**src/design/opl_cfg_pkg.sv**
```systemverilog
//**************************************************
// sizing package: datapath widths and the default
// bank and slot counts of the operator engine.
//**************************************************

package opl_cfg_pkg;

    // phase accumulator and phase increment.
    localparam int PHASE_ACC_WIDTH = 20;

    // envelope attenuation, all ones is silent.
    localparam int ENV_WIDTH = 9;

    localparam int WS_WIDTH = 3;      // waveform select.
    localparam int OP_OUT_WIDTH = 13; // signed operator output.
    localparam int SAMPLE_WIDTH = 16; // signed mixed sample.

    // default array size.
    localparam int DEFAULT_NUM_BANKS = 2;
    localparam int DEFAULT_NUM_SLOTS = 4;

endpackage

```
**src/design/opl_wave_pkg.sv**
```systemverilog
//**************************************************
// waveform package: waveform codes, lookup table
// widths, output full scale and lane latency.
//**************************************************

package opl_wave_pkg;

    // waveform codes.
    localparam logic [opl_cfg_pkg::WS_WIDTH-1:0] WS_SINE           = 3'd0;
    localparam logic [opl_cfg_pkg::WS_WIDTH-1:0] WS_HALF_SINE      = 3'd1;
    localparam logic [opl_cfg_pkg::WS_WIDTH-1:0] WS_ABS_SINE       = 3'd2;
    localparam logic [opl_cfg_pkg::WS_WIDTH-1:0] WS_QUARTER_SINE   = 3'd3;
    localparam logic [opl_cfg_pkg::WS_WIDTH-1:0] WS_ALT_SINE       = 3'd4;
    localparam logic [opl_cfg_pkg::WS_WIDTH-1:0] WS_ALT_ABS_SINE   = 3'd5;
    localparam logic [opl_cfg_pkg::WS_WIDTH-1:0] WS_SQUARE         = 3'd6;
    localparam logic [opl_cfg_pkg::WS_WIDTH-1:0] WS_DERIVED_SQUARE = 3'd7;

    // opl2 only knows the first four waveforms.
    localparam logic [opl_cfg_pkg::WS_WIDTH-1:0] OPL2_WS_MASK = 3'b011;

    localparam int LOG_SIN_WIDTH = 12; // log-sine entry.
    localparam int EXP_WIDTH = 10;     // exponent entry.

    // output magnitude at zero attenuation, last exponent entry is 1018.
    localparam int FULL_SCALE = (1024 + 1018) * 2;

    // slot strobe to lane output.
    localparam int LANE_LATENCY = 6;

endpackage

```
**src/design/wave_tables.sv**
```systemverilog
//**************************************************
// log-sine and exponent lookup tables, filled at
// elaboration and read combinationally.
//**************************************************
`timescale 1ns/1ps

module wave_tables (
    input  logic [7:0]                             theta,
    output logic [opl_wave_pkg::LOG_SIN_WIDTH-1:0] log_sin,
    input  logic [7:0]                             exp_in,
    output logic [opl_wave_pkg::EXP_WIDTH-1:0]     exp_out
);
    localparam int  LSW = opl_wave_pkg::LOG_SIN_WIDTH;
    localparam int  EXW = opl_wave_pkg::EXP_WIDTH;
    localparam real PI  = 3.14159265358979;

    // -log2(sin) over a quarter wave, in 1/256 steps.
    function automatic logic [255:0][LSW-1:0] build_log_sin();
        logic [255:0][LSW-1:0] rom;
        real                   s;
        for (int i = 0; i < 256; i++) begin
            s      = $sin((i + 0.5) * PI / 512.0);
            rom[i] = LSW'($rtoi(-$ln(s) / $ln(2.0) * 256.0 + 0.5));
        end
        return rom;
    endfunction

    // 1024 * (2^(i/256) - 1).
    function automatic logic [255:0][EXW-1:0] build_exp();
        logic [255:0][EXW-1:0] rom;
        real                   e;
        for (int i = 0; i < 256; i++) begin
            e      = ($pow(2.0, i / 256.0) - 1.0) * 1024.0;
            rom[i] = EXW'($rtoi(e + 0.5));
        end
        return rom;
    endfunction

    localparam logic [255:0][LSW-1:0] LOG_SIN_ROM = build_log_sin();
    localparam logic [255:0][EXW-1:0] EXP_ROM     = build_exp();

    assign log_sin = LOG_SIN_ROM[theta];
    assign exp_out = EXP_ROM[exp_in];

endmodule

```
**src/design/slot_sequencer.sv**
```systemverilog
//**************************************************
// slot sequencer: per-slot settings store, key-on
// capture and the per-sample slot sweep.
//**************************************************
`timescale 1ns/1ps

module slot_sequencer #(
    parameter int NUM_BANKS = opl_cfg_pkg::DEFAULT_NUM_BANKS,
    parameter int NUM_SLOTS = opl_cfg_pkg::DEFAULT_NUM_SLOTS,
    localparam int BANK_WIDTH = (NUM_BANKS > 1) ? $clog2(NUM_BANKS) : 1,
    localparam int SLOT_WIDTH = (NUM_SLOTS > 1) ? $clog2(NUM_SLOTS) : 1
) (
    input  logic                                                clk,
    input  logic                                                rst_n,
    input  logic                                                sample_tick,
    input  logic                                                cfg_we,
    input  logic [BANK_WIDTH-1:0]                               cfg_bank,
    input  logic [SLOT_WIDTH-1:0]                               cfg_slot,
    input  logic [opl_cfg_pkg::PHASE_ACC_WIDTH-1:0]             cfg_phase_inc,
    input  logic [opl_cfg_pkg::WS_WIDTH-1:0]                    cfg_ws,
    input  logic [opl_cfg_pkg::ENV_WIDTH-1:0]                   cfg_env,
    input  logic                                                cfg_key_on,
    output logic                                                slot_strobe,
    output logic [SLOT_WIDTH-1:0]                               slot_num,
    output logic [NUM_BANKS-1:0][opl_cfg_pkg::PHASE_ACC_WIDTH-1:0] lane_phase_inc,
    output logic [NUM_BANKS-1:0][opl_cfg_pkg::WS_WIDTH-1:0]     lane_ws,
    output logic [NUM_BANKS-1:0][opl_cfg_pkg::ENV_WIDTH-1:0]    lane_env,
    output logic [NUM_BANKS-1:0]                                lane_key_on_pulse
);
    logic [opl_cfg_pkg::PHASE_ACC_WIDTH-1:0] phase_inc_q [NUM_BANKS][NUM_SLOTS];
    logic [opl_cfg_pkg::WS_WIDTH-1:0]        ws_q [NUM_BANKS][NUM_SLOTS];
    logic [opl_cfg_pkg::ENV_WIDTH-1:0]       env_q [NUM_BANKS][NUM_SLOTS];
    logic                                    key_on_q [NUM_BANKS][NUM_SLOTS];
    logic                                    key_pend_q [NUM_BANKS][NUM_SLOTS];
    logic                                    sweep_next; // a slot goes out next cycle.
    logic [SLOT_WIDTH-1:0]                   next_slot;

    // a tick restarts the sweep at slot 0, otherwise step until the last slot.
    assign next_slot  = sample_tick ? '0 : SLOT_WIDTH'(slot_num + 1'b1);
    assign sweep_next = sample_tick ||
                        (slot_strobe && slot_num != SLOT_WIDTH'(NUM_SLOTS - 1));

    always_ff @(posedge clk) begin
        if (!rst_n) begin
            slot_strobe <= 1'b0;
            slot_num    <= '0;
        end else begin
            slot_strobe <= sweep_next;
            if (sweep_next)
                slot_num <= next_slot;
        end
    end

    always_ff @(posedge clk) begin
        if (!rst_n) begin
            for (int b = 0; b < NUM_BANKS; b++) begin
                for (int s = 0; s < NUM_SLOTS; s++) begin
                    phase_inc_q[b][s] <= '0;
                    ws_q[b][s]        <= '0;
                    env_q[b][s]       <= '1; // silent.
                    key_on_q[b][s]    <= 1'b0;
                    key_pend_q[b][s]  <= 1'b0;
                end
            end
            lane_key_on_pulse <= '0;
        end else begin
            // a pending key-on is handed out once, with its slot.
            for (int b = 0; b < NUM_BANKS; b++) begin
                lane_key_on_pulse[b] <= sweep_next && key_pend_q[b][next_slot];
                if (sweep_next)
                    key_pend_q[b][next_slot] <= 1'b0;
            end
            if (cfg_we) begin
                phase_inc_q[cfg_bank][cfg_slot] <= cfg_phase_inc;
                ws_q[cfg_bank][cfg_slot]        <= cfg_ws;
                env_q[cfg_bank][cfg_slot]       <= cfg_env;
                key_on_q[cfg_bank][cfg_slot]    <= cfg_key_on;
                if (cfg_key_on && !key_on_q[cfg_bank][cfg_slot])
                    key_pend_q[cfg_bank][cfg_slot] <= 1'b1; // rising key edge.
            end
        end
    end

    // settings of the next slot, all banks side by side.
    always_ff @(posedge clk) begin
        if (sweep_next) begin
            for (int b = 0; b < NUM_BANKS; b++) begin
                lane_phase_inc[b] <= phase_inc_q[b][next_slot];
                lane_ws[b]        <= ws_q[b][next_slot];
                lane_env[b]       <= env_q[b][next_slot];
            end
        end
    end

endmodule

```
**src/design/phase_generator.sv**
```systemverilog
//**************************************************
// phase generator lane: per-slot phase accumulator,
// odd-period tracking, log-sine to linear conversion
// and the eight waveform rules.
//**************************************************
`timescale 1ns/1ps

module phase_generator #(
    parameter int NUM_SLOTS = opl_cfg_pkg::DEFAULT_NUM_SLOTS,
    localparam int SLOT_WIDTH = (NUM_SLOTS > 1) ? $clog2(NUM_SLOTS) : 1
) (
    input  logic                                        clk,
    input  logic                                        rst_n,
    input  logic                                        opl3_mode,
    input  logic                                        slot_strobe,
    input  logic [SLOT_WIDTH-1:0]                       slot_num,
    input  logic [opl_cfg_pkg::PHASE_ACC_WIDTH-1:0]     phase_inc,
    input  logic [opl_cfg_pkg::WS_WIDTH-1:0]            ws,
    input  logic [opl_cfg_pkg::ENV_WIDTH-1:0]           env,
    input  logic                                        key_on_pulse,
    output logic signed [opl_cfg_pkg::OP_OUT_WIDTH-1:0] out,
    output logic                                        out_valid
);
    localparam int LAT        = opl_wave_pkg::LANE_LATENCY;
    localparam int PAW        = opl_cfg_pkg::PHASE_ACC_WIDTH;
    localparam int WSW        = opl_cfg_pkg::WS_WIDTH;
    localparam int OPW        = opl_cfg_pkg::OP_OUT_WIDTH;
    localparam int LSW        = opl_wave_pkg::LOG_SIN_WIDTH;
    localparam int GAIN_WIDTH = LSW + 1;
    localparam int MAG_WIDTH  = $clog2(opl_wave_pkg::FULL_SCALE + 1);

    logic [LAT:1]                              strobe_p;
    logic [LAT:1][WSW-1:0]                     ws_p;
    logic [3:1][SLOT_WIDTH-1:0]                slot_p;
    logic [2:1][PAW-1:0]                       inc_p;
    logic [2:1]                                key_p;
    logic [5:1][opl_cfg_pkg::ENV_WIDTH-1:0]    env_p;
    logic [WSW-1:0]                            ws_m;
    logic [PAW-1:0]                            phase_mem [NUM_SLOTS];
    logic                                      msb_mem [NUM_SLOTS];
    logic                                      odd_mem [NUM_SLOTS];
    logic [PAW-1:0]                            phase_p3, phase_p4, phase_p5, phase_p6;
    logic                                      odd_p3, odd_p4, odd_p5, odd_p6;
    logic [7:0]                                theta;
    logic [LSW-1:0]                            log_sin, log_sin_p5, ws7_p5;
    logic [GAIN_WIDTH-1:0]                     gain_p5, gain_p6;
    logic [opl_wave_pkg::EXP_WIDTH-1:0]        exp_out;
    logic [MAG_WIDTH-1:0]                      mag;
    logic signed [OPW-1:0]                     raw, raw_abs, raw_odd;

    assign ws_m = opl3_mode ? ws : (ws & opl_wave_pkg::OPL2_WS_MASK);

    always_ff @(posedge clk) begin
        if (!rst_n)
            strobe_p <= '0;
        else
            strobe_p <= {strobe_p[LAT-1:1], slot_strobe};
    end

    // slot context travels alongside the strobe.
    always_ff @(posedge clk) begin
        ws_p   <= {ws_p[LAT-1:1], ws_m};
        slot_p <= {slot_p[2:1], slot_num};
        inc_p  <= {inc_p[1], phase_inc};
        key_p  <= {key_p[1], key_on_pulse};
        env_p  <= {env_p[4:1], env};
    end

    // stage 3: new phase, twice the rate for the alternating waves.
    always_ff @(posedge clk) begin
        if (key_p[2])
            phase_p3 <= '0;
        else if (ws_p[2] == opl_wave_pkg::WS_ALT_SINE ||
                 ws_p[2] == opl_wave_pkg::WS_ALT_ABS_SINE)
            phase_p3 <= phase_mem[slot_p[2]] + (inc_p[2] << 1);
        else
            phase_p3 <= phase_mem[slot_p[2]] + inc_p[2];
    end

    // a wrap of the phase msb flips the odd-period flag.
    assign odd_p3 = (msb_mem[slot_p[3]] && !phase_p3[PAW-1]) ?
                    !odd_mem[slot_p[3]] : odd_mem[slot_p[3]];

    always_ff @(posedge clk) begin
        if (!rst_n) begin
            for (int s = 0; s < NUM_SLOTS; s++) begin
                phase_mem[s] <= '0;
                msb_mem[s]   <= 1'b0;
                odd_mem[s]   <= 1'b0;
            end
        end else if (strobe_p[3]) begin
            phase_mem[slot_p[3]] <= phase_p3;
            msb_mem[slot_p[3]]   <= phase_p3[PAW-1];
            odd_mem[slot_p[3]]   <= odd_p3;
        end
    end

    // quarter-wave index, mirrored in the second and fourth quadrant.
    assign theta = phase_p4[PAW-2] ? ~phase_p4[PAW-3 -: 8] : phase_p4[PAW-3 -: 8];

    always_ff @(posedge clk) begin
        phase_p4   <= phase_p3;
        odd_p4     <= odd_p3;
        phase_p5   <= phase_p4;
        odd_p5     <= odd_p4;
        log_sin_p5 <= log_sin;
        // derived square: a linear ramp, muted by the top bit in quadrants 1 and 2.
        ws7_p5     <= {phase_p4[PAW-1] ^ phase_p4[PAW-2],
                       (phase_p4[PAW-1] ? ~phase_p4[PAW-3 -: 8] : phase_p4[PAW-3 -: 8]),
                       3'b000};
        phase_p6   <= phase_p5;
        odd_p6     <= odd_p5;
        gain_p6    <= gain_p5;
    end

    // log value plus attenuation times 8.
    always_comb begin
        case (ws_p[5])
            opl_wave_pkg::WS_SQUARE:         gain_p5 = GAIN_WIDTH'({env_p[5], 3'b000});
            opl_wave_pkg::WS_DERIVED_SQUARE: gain_p5 = ws7_p5 + {env_p[5], 3'b000};
            default:                         gain_p5 = log_sin_p5 + {env_p[5], 3'b000};
        endcase
    end

    wave_tables i_tables (
        .theta   (theta),
        .log_sin (log_sin),
        .exp_in  (~gain_p6[7:0]),
        .exp_out (exp_out)
    );

    // mantissa from the exponent table, integer part of the log as a shift.
    assign mag     = MAG_WIDTH'({1'b1, exp_out, 1'b0}) >> gain_p6[GAIN_WIDTH-1:8];
    assign raw     = phase_p6[PAW-1] ? ~OPW'(mag) : OPW'(mag);
    assign raw_abs = raw[OPW-1] ? ~raw : raw;
    assign raw_odd = odd_p6 ? raw : '0;

    always_comb begin
        case (ws_p[LAT])
            opl_wave_pkg::WS_HALF_SINE:    out = raw[OPW-1] ? '0 : raw;
            opl_wave_pkg::WS_ABS_SINE:     out = raw_abs;
            opl_wave_pkg::WS_QUARTER_SINE: out = phase_p6[PAW-2] ? '0 : raw_abs;
            opl_wave_pkg::WS_ALT_SINE:     out = raw_odd;
            opl_wave_pkg::WS_ALT_ABS_SINE: out = raw_odd[OPW-1] ? ~raw_odd : raw_odd;
            default:                       out = raw; // sine and both squares.
        endcase
    end

    assign out_valid = strobe_p[LAT];

endmodule

```
**src/design/operator_mixer.sv**
```systemverilog
//**************************************************
// operator mixer: per-sample sum of all lanes with
// saturation and the sample pulse.
//**************************************************
`timescale 1ns/1ps

module operator_mixer #(
    parameter int NUM_BANKS = opl_cfg_pkg::DEFAULT_NUM_BANKS
) (
    input  logic                                               clk,
    input  logic                                               rst_n,
    input  logic [NUM_BANKS-1:0][opl_cfg_pkg::OP_OUT_WIDTH-1:0] lane_out,
    input  logic                                               lane_valid,
    output logic signed [opl_cfg_pkg::SAMPLE_WIDTH-1:0]        sample,
    output logic                                               sample_valid
);
    localparam int SW        = opl_cfg_pkg::SAMPLE_WIDTH;
    localparam int ACC_WIDTH = SW + 8;
    localparam logic signed [ACC_WIDTH-1:0] SAT_MAX = ACC_WIDTH'((2 ** (SW - 1)) - 1);
    localparam logic signed [ACC_WIDTH-1:0] SAT_MIN = -SAT_MAX - 1;

    logic signed [ACC_WIDTH-1:0] lane_sum;
    logic signed [ACC_WIDTH-1:0] acc;
    logic signed [ACC_WIDTH-1:0] acc_next;
    logic signed [SW-1:0]        sat;
    logic                        valid_d;

    always_comb begin
        lane_sum = '0;
        for (int b = 0; b < NUM_BANKS; b++)
            lane_sum += ACC_WIDTH'($signed(lane_out[b]));
    end

    // first valid slot of a sweep starts from zero.
    assign acc_next = (valid_d ? acc : '0) + lane_sum;

    always_comb begin
        if (acc_next > SAT_MAX)
            sat = SAT_MAX[SW-1:0];
        else if (acc_next < SAT_MIN)
            sat = SAT_MIN[SW-1:0];
        else
            sat = acc_next[SW-1:0];
    end

    always_ff @(posedge clk) begin
        if (lane_valid)
            acc <= acc_next;
    end

    always_ff @(posedge clk) begin
        if (!rst_n) begin
            valid_d <= 1'b0;
            sample  <= '0;
        end else begin
            valid_d <= lane_valid;
            if (lane_valid)
                sample <= sat; // running total, final once the sweep ends.
        end
    end

    assign sample_valid = valid_d && !lane_valid; // end of the sweep.

endmodule

```
**src/design/opl_operator_top.sv**
```systemverilog
//**************************************************
// operator engine top: sequencer, one phase
// generator lane per bank and the output mixer.
//**************************************************
`timescale 1ns/1ps

module opl_operator_top #(
    parameter int NUM_BANKS = opl_cfg_pkg::DEFAULT_NUM_BANKS,
    parameter int NUM_SLOTS = opl_cfg_pkg::DEFAULT_NUM_SLOTS,
    localparam int BANK_WIDTH = (NUM_BANKS > 1) ? $clog2(NUM_BANKS) : 1,
    localparam int SLOT_WIDTH = (NUM_SLOTS > 1) ? $clog2(NUM_SLOTS) : 1
) (
    input  logic                                        clk,
    input  logic                                        rst_n,
    input  logic                                        opl3_mode,
    input  logic                                        sample_tick,
    input  logic                                        cfg_we,
    input  logic [BANK_WIDTH-1:0]                       cfg_bank,
    input  logic [SLOT_WIDTH-1:0]                       cfg_slot,
    input  logic [opl_cfg_pkg::PHASE_ACC_WIDTH-1:0]     cfg_phase_inc,
    input  logic [opl_cfg_pkg::WS_WIDTH-1:0]            cfg_ws,
    input  logic [opl_cfg_pkg::ENV_WIDTH-1:0]           cfg_env,
    input  logic                                        cfg_key_on,
    output logic signed [opl_cfg_pkg::SAMPLE_WIDTH-1:0] sample,
    output logic                                        sample_valid
);
    logic                                                 slot_strobe;
    logic [SLOT_WIDTH-1:0]                                slot_num;
    logic [NUM_BANKS-1:0][opl_cfg_pkg::PHASE_ACC_WIDTH-1:0] lane_phase_inc;
    logic [NUM_BANKS-1:0][opl_cfg_pkg::WS_WIDTH-1:0]      lane_ws;
    logic [NUM_BANKS-1:0][opl_cfg_pkg::ENV_WIDTH-1:0]     lane_env;
    logic [NUM_BANKS-1:0]                                 lane_key_on_pulse;
    logic [NUM_BANKS-1:0][opl_cfg_pkg::OP_OUT_WIDTH-1:0]  lane_out;
    logic [NUM_BANKS-1:0]                                 lane_valid; // lanes run in lockstep.

    slot_sequencer #(
        .NUM_BANKS (NUM_BANKS),
        .NUM_SLOTS (NUM_SLOTS)
    ) i_sequencer (
        .clk, .rst_n, .sample_tick,
        .cfg_we, .cfg_bank, .cfg_slot, .cfg_phase_inc, .cfg_ws, .cfg_env, .cfg_key_on,
        .slot_strobe, .slot_num,
        .lane_phase_inc, .lane_ws, .lane_env, .lane_key_on_pulse
    );

    for (genvar g = 0; g < NUM_BANKS; g++) begin : g_lane
        phase_generator #(
            .NUM_SLOTS (NUM_SLOTS)
        ) i_lane (
            .clk, .rst_n, .opl3_mode, .slot_strobe, .slot_num,
            .phase_inc    (lane_phase_inc[g]),
            .ws           (lane_ws[g]),
            .env          (lane_env[g]),
            .key_on_pulse (lane_key_on_pulse[g]),
            .out          (lane_out[g]),
            .out_valid    (lane_valid[g])
        );
    end

    operator_mixer #(
        .NUM_BANKS (NUM_BANKS)
    ) i_mixer (
        .clk, .rst_n, .lane_out,
        .lane_valid (lane_valid[0]),
        .sample, .sample_valid
    );

endmodule

```
**config.mk**
```make
export PLATFORM = sky130hd
export DESIGN_NAME = opl_operator_top
export DESIGN_NICKNAME = d
export VERILOG_FILES = /design/src/design/opl_cfg_pkg.sv /design/src/design/opl_wave_pkg.sv /design/src/design/wave_tables.sv /design/src/design/slot_sequencer.sv /design/src/design/phase_generator.sv /design/src/design/operator_mixer.sv /design/src/design/opl_operator_top.sv
export SDC_FILE = /design/constraint.sdc
export NUM_CORES = 2
export LEC_CHECK = 0
export BUFFER_PORTS_ARGS = -buffer_cell sky130_fd_sc_hd__buf_2
export CAP_MARGIN = 15
export CORE_MARGIN = 2
export CORE_UTILIZATION = 40
export CTS_BUF_LIST = sky130_fd_sc_hd__clkbuf_8
export DETAILED_ROUTE_END_ITERATION = 8
export PLACE_DENSITY = 0.67
export SETUP_SLACK_MARGIN = 0.15
export SYNTH_ARGS = -nofsm -noshare
export SYNTH_HDL_FRONTEND = slang
export SYNTH_SLANG_ARGS = --single-unit
```
**constraint.sdc**
```tcl
create_clock -name clk -period 9.61 [get_ports clk]
set_input_delay 0.4805 -clock clk [delete_from_list [all_inputs] [get_ports clk]]
set_output_delay 0.4805 -clock clk [all_outputs]
set_load 0.01 [all_outputs]
```
==> insert_results.sql <==
INSERT INTO impl_metrics (metric_group, metric, value, unit) VALUES
('placed_design', 'i_o_buffers', '57', ''),
('floorplanning', 'floorplan_die_area', '0.1211', 'sq mm'),
('setup_path', 'critical_path.reg2reg.endpoint', 'i_mixer.sample[9]', ''),
('placed_design', 'dp.final_hpwl', '81890', 'um'),
('setup_path', 'cp_launch_type', 'flip-flop', ''),
('floorplanning', 'die_h', '348.0', 'um'),
('power', 'cellInternalPower', '0.01008', 'W'),
('yosys', 'synthDominantAreaCellType', 'edfxtp_1', ''),
('yosys', 'synth_top_cell_area_share', '0.3254', ''),
('sta', 'min_period_over_period', '0.9409', ''),
('routing', 'vias', '36808', ''),
('routing', 'drt_pre_antenna_iters', '6', ''),
('routing', 'ant_nets', '0', ''),
('sta', 'max_freq', '0.1106', 'GHz'),
('finish', 'flow.area_growth_from_synthesis', '12.20', '%'),
('routing', 'route.detailed.wl_per_inst', '19.92', 'um'),
('global_route', 'gr_ovfl_total', '0', ''),
('clock_network', 'cts.reportedPaths.clkPinSlew', '60', 'ps'),
('setup_path', 'timing.critical_path.fanout_max', '34', ''),
('sta', 'setup-violations-final', '0', ''),
('floorplanning', 'start_util', '0.4020', ''),
('sta', 'rsz0062_at_grt', 'no', ''),
('setup_path', 'critical-path-top-cell-by-count', 'a21oi_2', ''),
('power', 'p_switching', '0.007743', 'W'),
('sta', 'clock_skew', '59.75', 'ps'),
('finish', 'mostFrequentLayoutCell', 'edfxtp_1', ''),
('setup_path', 'timing.critical_path.required', '10330', 'ps'),
('hold_path', 'timing.hold.worst.class', 'in -> reg', ''),
('yosys', 'synth.yosys.seq_area_share', '0.4975', ''),
('routing', 'detailedRoute.firstIterationViolations', '3507', ''),
('yosys', 'synth.lib_cells_used.distinct', '84', ''),
('setup_path', 'setup.worst_path.end', 'i_mixer.sample[9]', ''),
('power', 'power.static_leakage', '20.72', 'nW'),
('placed_design', 'place_ws', '192.4', 'ps'),
('setup_path', 'crit-reg2reg-launch', 'g_lane[1].i_lane.gain_p6[2]', ''),
('global_route', 'first_global_vias', '35739', ''),
('global_route', 'grt_pass1_wl', '200400', 'um'),
('sta', 'timing_hold_violations_final', '0', ''),
('yosys', 'netlist_instances', '4665', ''),
('yosys', 'syn_avg_cell_area', '10.15', 'sq um'),
('finish', 'nNetsFinal', '4949', ''),
('clock_network', 'insertion_delay', '850', 'ps'),
('power', 'swShare', '0.4343', ''),
('power', 'clock_power_share', '0.193', ''),
('floorplanning', 'core_area', '0.1178', 'sq mm'),
('sta', 'setup_ws', '567.8', 'ps'),
('yosys', 'netlist_area', '0.04734', 'sq mm'),
('finish', 'layout_common_cells', 'edfxtp_1 (513), nand2_1 (429), dfxtp_1 (396), o21ai_0 (299), a21oi_1 (298)', ''),
('routing', 'drc', '0', ''),
('finish', 'nFillCells', '10815', ''),
('power', 'vdd_ir_drop_max', '176.3', 'uV'),
('global_route', 'grt_antenna_before_repair', '6', ''),
('yosys', 'ys_seq_elements', '920', ''),
('power', 'pwr_cell_area', '335.6', 'mW/mm^2'),
('setup_path', 'timing.reg2reg.worst_path_depth', '40', ''),
('yosys', 'share_of_async_settable_or_async_resettable_flops_after_synthesis', '0', ''),
('outcome', 'outcome', 'finished, final reports clean', ''),
('global_route', 'grt_start_max_net_pins', '75', ''),
('clock_network', 'cts_inserted_buffers', '149', ''),
('routing', 'detail_route.vias_per_cell', '5.782', ''),
('floorplanning', 'placementRows', '126', ''),
('power', 'seq_power_share', '0.292', ''),
('sta', 'timing_worst_slew_pin_value', '1109', 'ps'),
('setup_path', 'critical_path_arrival', '9760', 'ps'),
('setup_path', 'r2r_slack', '570', 'ps'),
('global_route', 'grt_util_all_layers', '0.2056', ''),
('clock_network', 'cts_htree_levels', '4', ''),
('setup_path', 'worst_path_largest_cell_delay', '550', 'ps'),
('clock_network', 'clk_sinks', '920', ''),
('yosys', 'synth_ff_type', 'edfxtp_1', ''),
('yosys', 'synth-warning-count', '0', '');
[worst max-delay path, delay by kind of cell, from the launching register on]
family                     cells  cell delay, ps
AOI/OAI and AO/OA             22            4150
and+or+nand+nor               10            2330
adders and majority gates      4            1160
buffers and inverters          3             680
DFF                            1             550
xor gates and xnor gates       1              80
[logic make-up (layout without fill, tap and decap cells)]
family / Yosys count / after routing / share of synthesized area
AOI/OAI and AO/OA: 1295 / 1295 / 0.1787
buffers and inverters: 443 / 605 / 0.03536
adders and majority gates: 208 / 208 / 0.05624
xor gates and xnor gates: 152 / 152 / 0.02812
muxes: 127 / 127 / 0.04451
and+or+nand+nor: 1520 / 1520 / 0.1595
other: 0 / 3 / 0
DFF: 920 / 920 / 0.4975
[worst min path at each step]
stage          cells after the start                             end                        from
2_1_floorplan                      0      g_lane[0].i_lane.env_p[10]   g_lane[0].i_lane.env_p[1]
3_5_place_dp                       0      g_lane[0].i_lane.env_p[35]  g_lane[0].i_lane.env_p[26]
6_report                           2  i_sequencer.phase_inc_q[0][26]            cfg_phase_inc[6]
5_1_grt                            2  i_sequencer.phase_inc_q[1][66]            cfg_phase_inc[6]
3_3_place_gp                       0      g_lane[1].i_lane.slot_p[2]  g_lane[1].i_lane.slot_p[0]
4_1_cts                            2  i_sequencer.phase_inc_q[0][26]            cfg_phase_inc[6]
[flip-flops by register name (all words and copies together) (netlist names), 16 cells and up]
signal / count
i_mixer.acc: 24
g_lane.i_lane.phase_p3: 40
i_sequencer.phase_inc_q: 160
g_lane.i_lane.phase_p4: 20
g_lane.i_lane.inc_p: 80
i_sequencer.env_q: 72
i_mixer.sample: 16
g_lane.i_lane.env_p: 90
i_sequencer.lane_env: 18
i_sequencer.lane_phase_inc: 40
g_lane.i_lane.log_sin_p5: 24
i_sequencer.ws_q: 24
g_lane.i_lane.gain_p6: 26
g_lane.i_lane.phase_mem: 160
g_lane.i_lane.ws_p: 36
g_lane.i_lane.ws7_p5: 18
[area by class of cell]
class / instances / area (sq um) / share of cell area
Inverter: 107 / 405.4 / 0.007632
Timing Repair Buffer: 220 / 1669 / 0.03142
Clock buffer: 179 / 2464 / 0.04638
Antenna cell: 3 / 7.507 / 0.0001413
Sequential cell: 920 / 23570 / 0.4437
Clock inverter: 99 / 649.4 / 0.01223
Multi-Input combinational cell: 3302 / 22430 / 0.4223
Tap cell: 1536 / 1922 / 0.03618
[cell usage after synthesis (18+ instances only)]
cell type / n
a211o_1: 18
a211oi_1: 65
a21o_1: 31
a21oi_1: 304
a22oi_1: 146
a311oi_1: 29
a31oi_1: 47
and2_1: 244
and3_1: 119
buf_1: 39
clkbuf_1: 293
dfxtp_1: 407
edfxtp_1: 513
ha_1: 200
inv_1: 98
mux2_2: 28
mux2i_1: 35
mux4_2: 64
nand2_1: 432
nand2b_1: 82
nand3_1: 75
nor2_1: 286
nor2b_1: 48
nor3_1: 110
o211ai_1: 68
o21a_1: 19
o21ai_0: 311
o221ai_1: 37
o22ai_1: 23
o311ai_0: 30
o31ai_1: 18
or2_2: 21
or3_1: 38
xnor2_1: 91
xor2_1: 61
[power groups by stage]
stage	combinational [W]	sequential [W]	clock (W)
global placement	0.00882	0.00527	0
detailed placement	0.00883	0.00529	0
global route	0.0101	0.00528	0.00369
finish	0.00917	0.00521	0.00344
floorplan	0.00670	0.00498	0
CTS	0.00889	0.00520	0.00352
[stage by stage]
stage / power [W] / cell area (sq um) / hold slack [ps] / std cells / utilization
after floorplan: 0.01168 / 47340 / 309.6 / 4665 / -
after global placement: 0.01409 / 49530 / 309.8 / 6052 / 0.4206
after detailed placement: 0.01411 / 49530 / 312.1 / 6052 / 0.4206
after CTS: 0.01761 / 52910 / 1.247 / 6356 / 0.4493
after global routing: 0.01905 / 53110 / 7.152 / 6365 / 0.4510
final: 0.01783 / 53120 / 59.74 / 6366 / 0.4510
[repair_timing]
item                                    in CTS  in global routing
cloned                                       0                  1
hold endpoints to repair                   126                  0
setup buffers                                0                  3
endpoints found under the setup margin       8                 15
resized for setup                            2                 43
pin swaps                                    0                  8
hold buffers                                26                  0
[metal layers]
layer | up-vias | wire length, um | track usage
met5 | - | 62 | 0
met4 | 10 | 2877 | 0.06334
met3 | 237 | 8895 | 0.03272
met2 | 1489 | 59980 | 0.3405
met1 | 17701 | 55030 | 0.2765
li1 | 17371 | - | -
No activity file was read; power rests on OpenSTA's default activity.
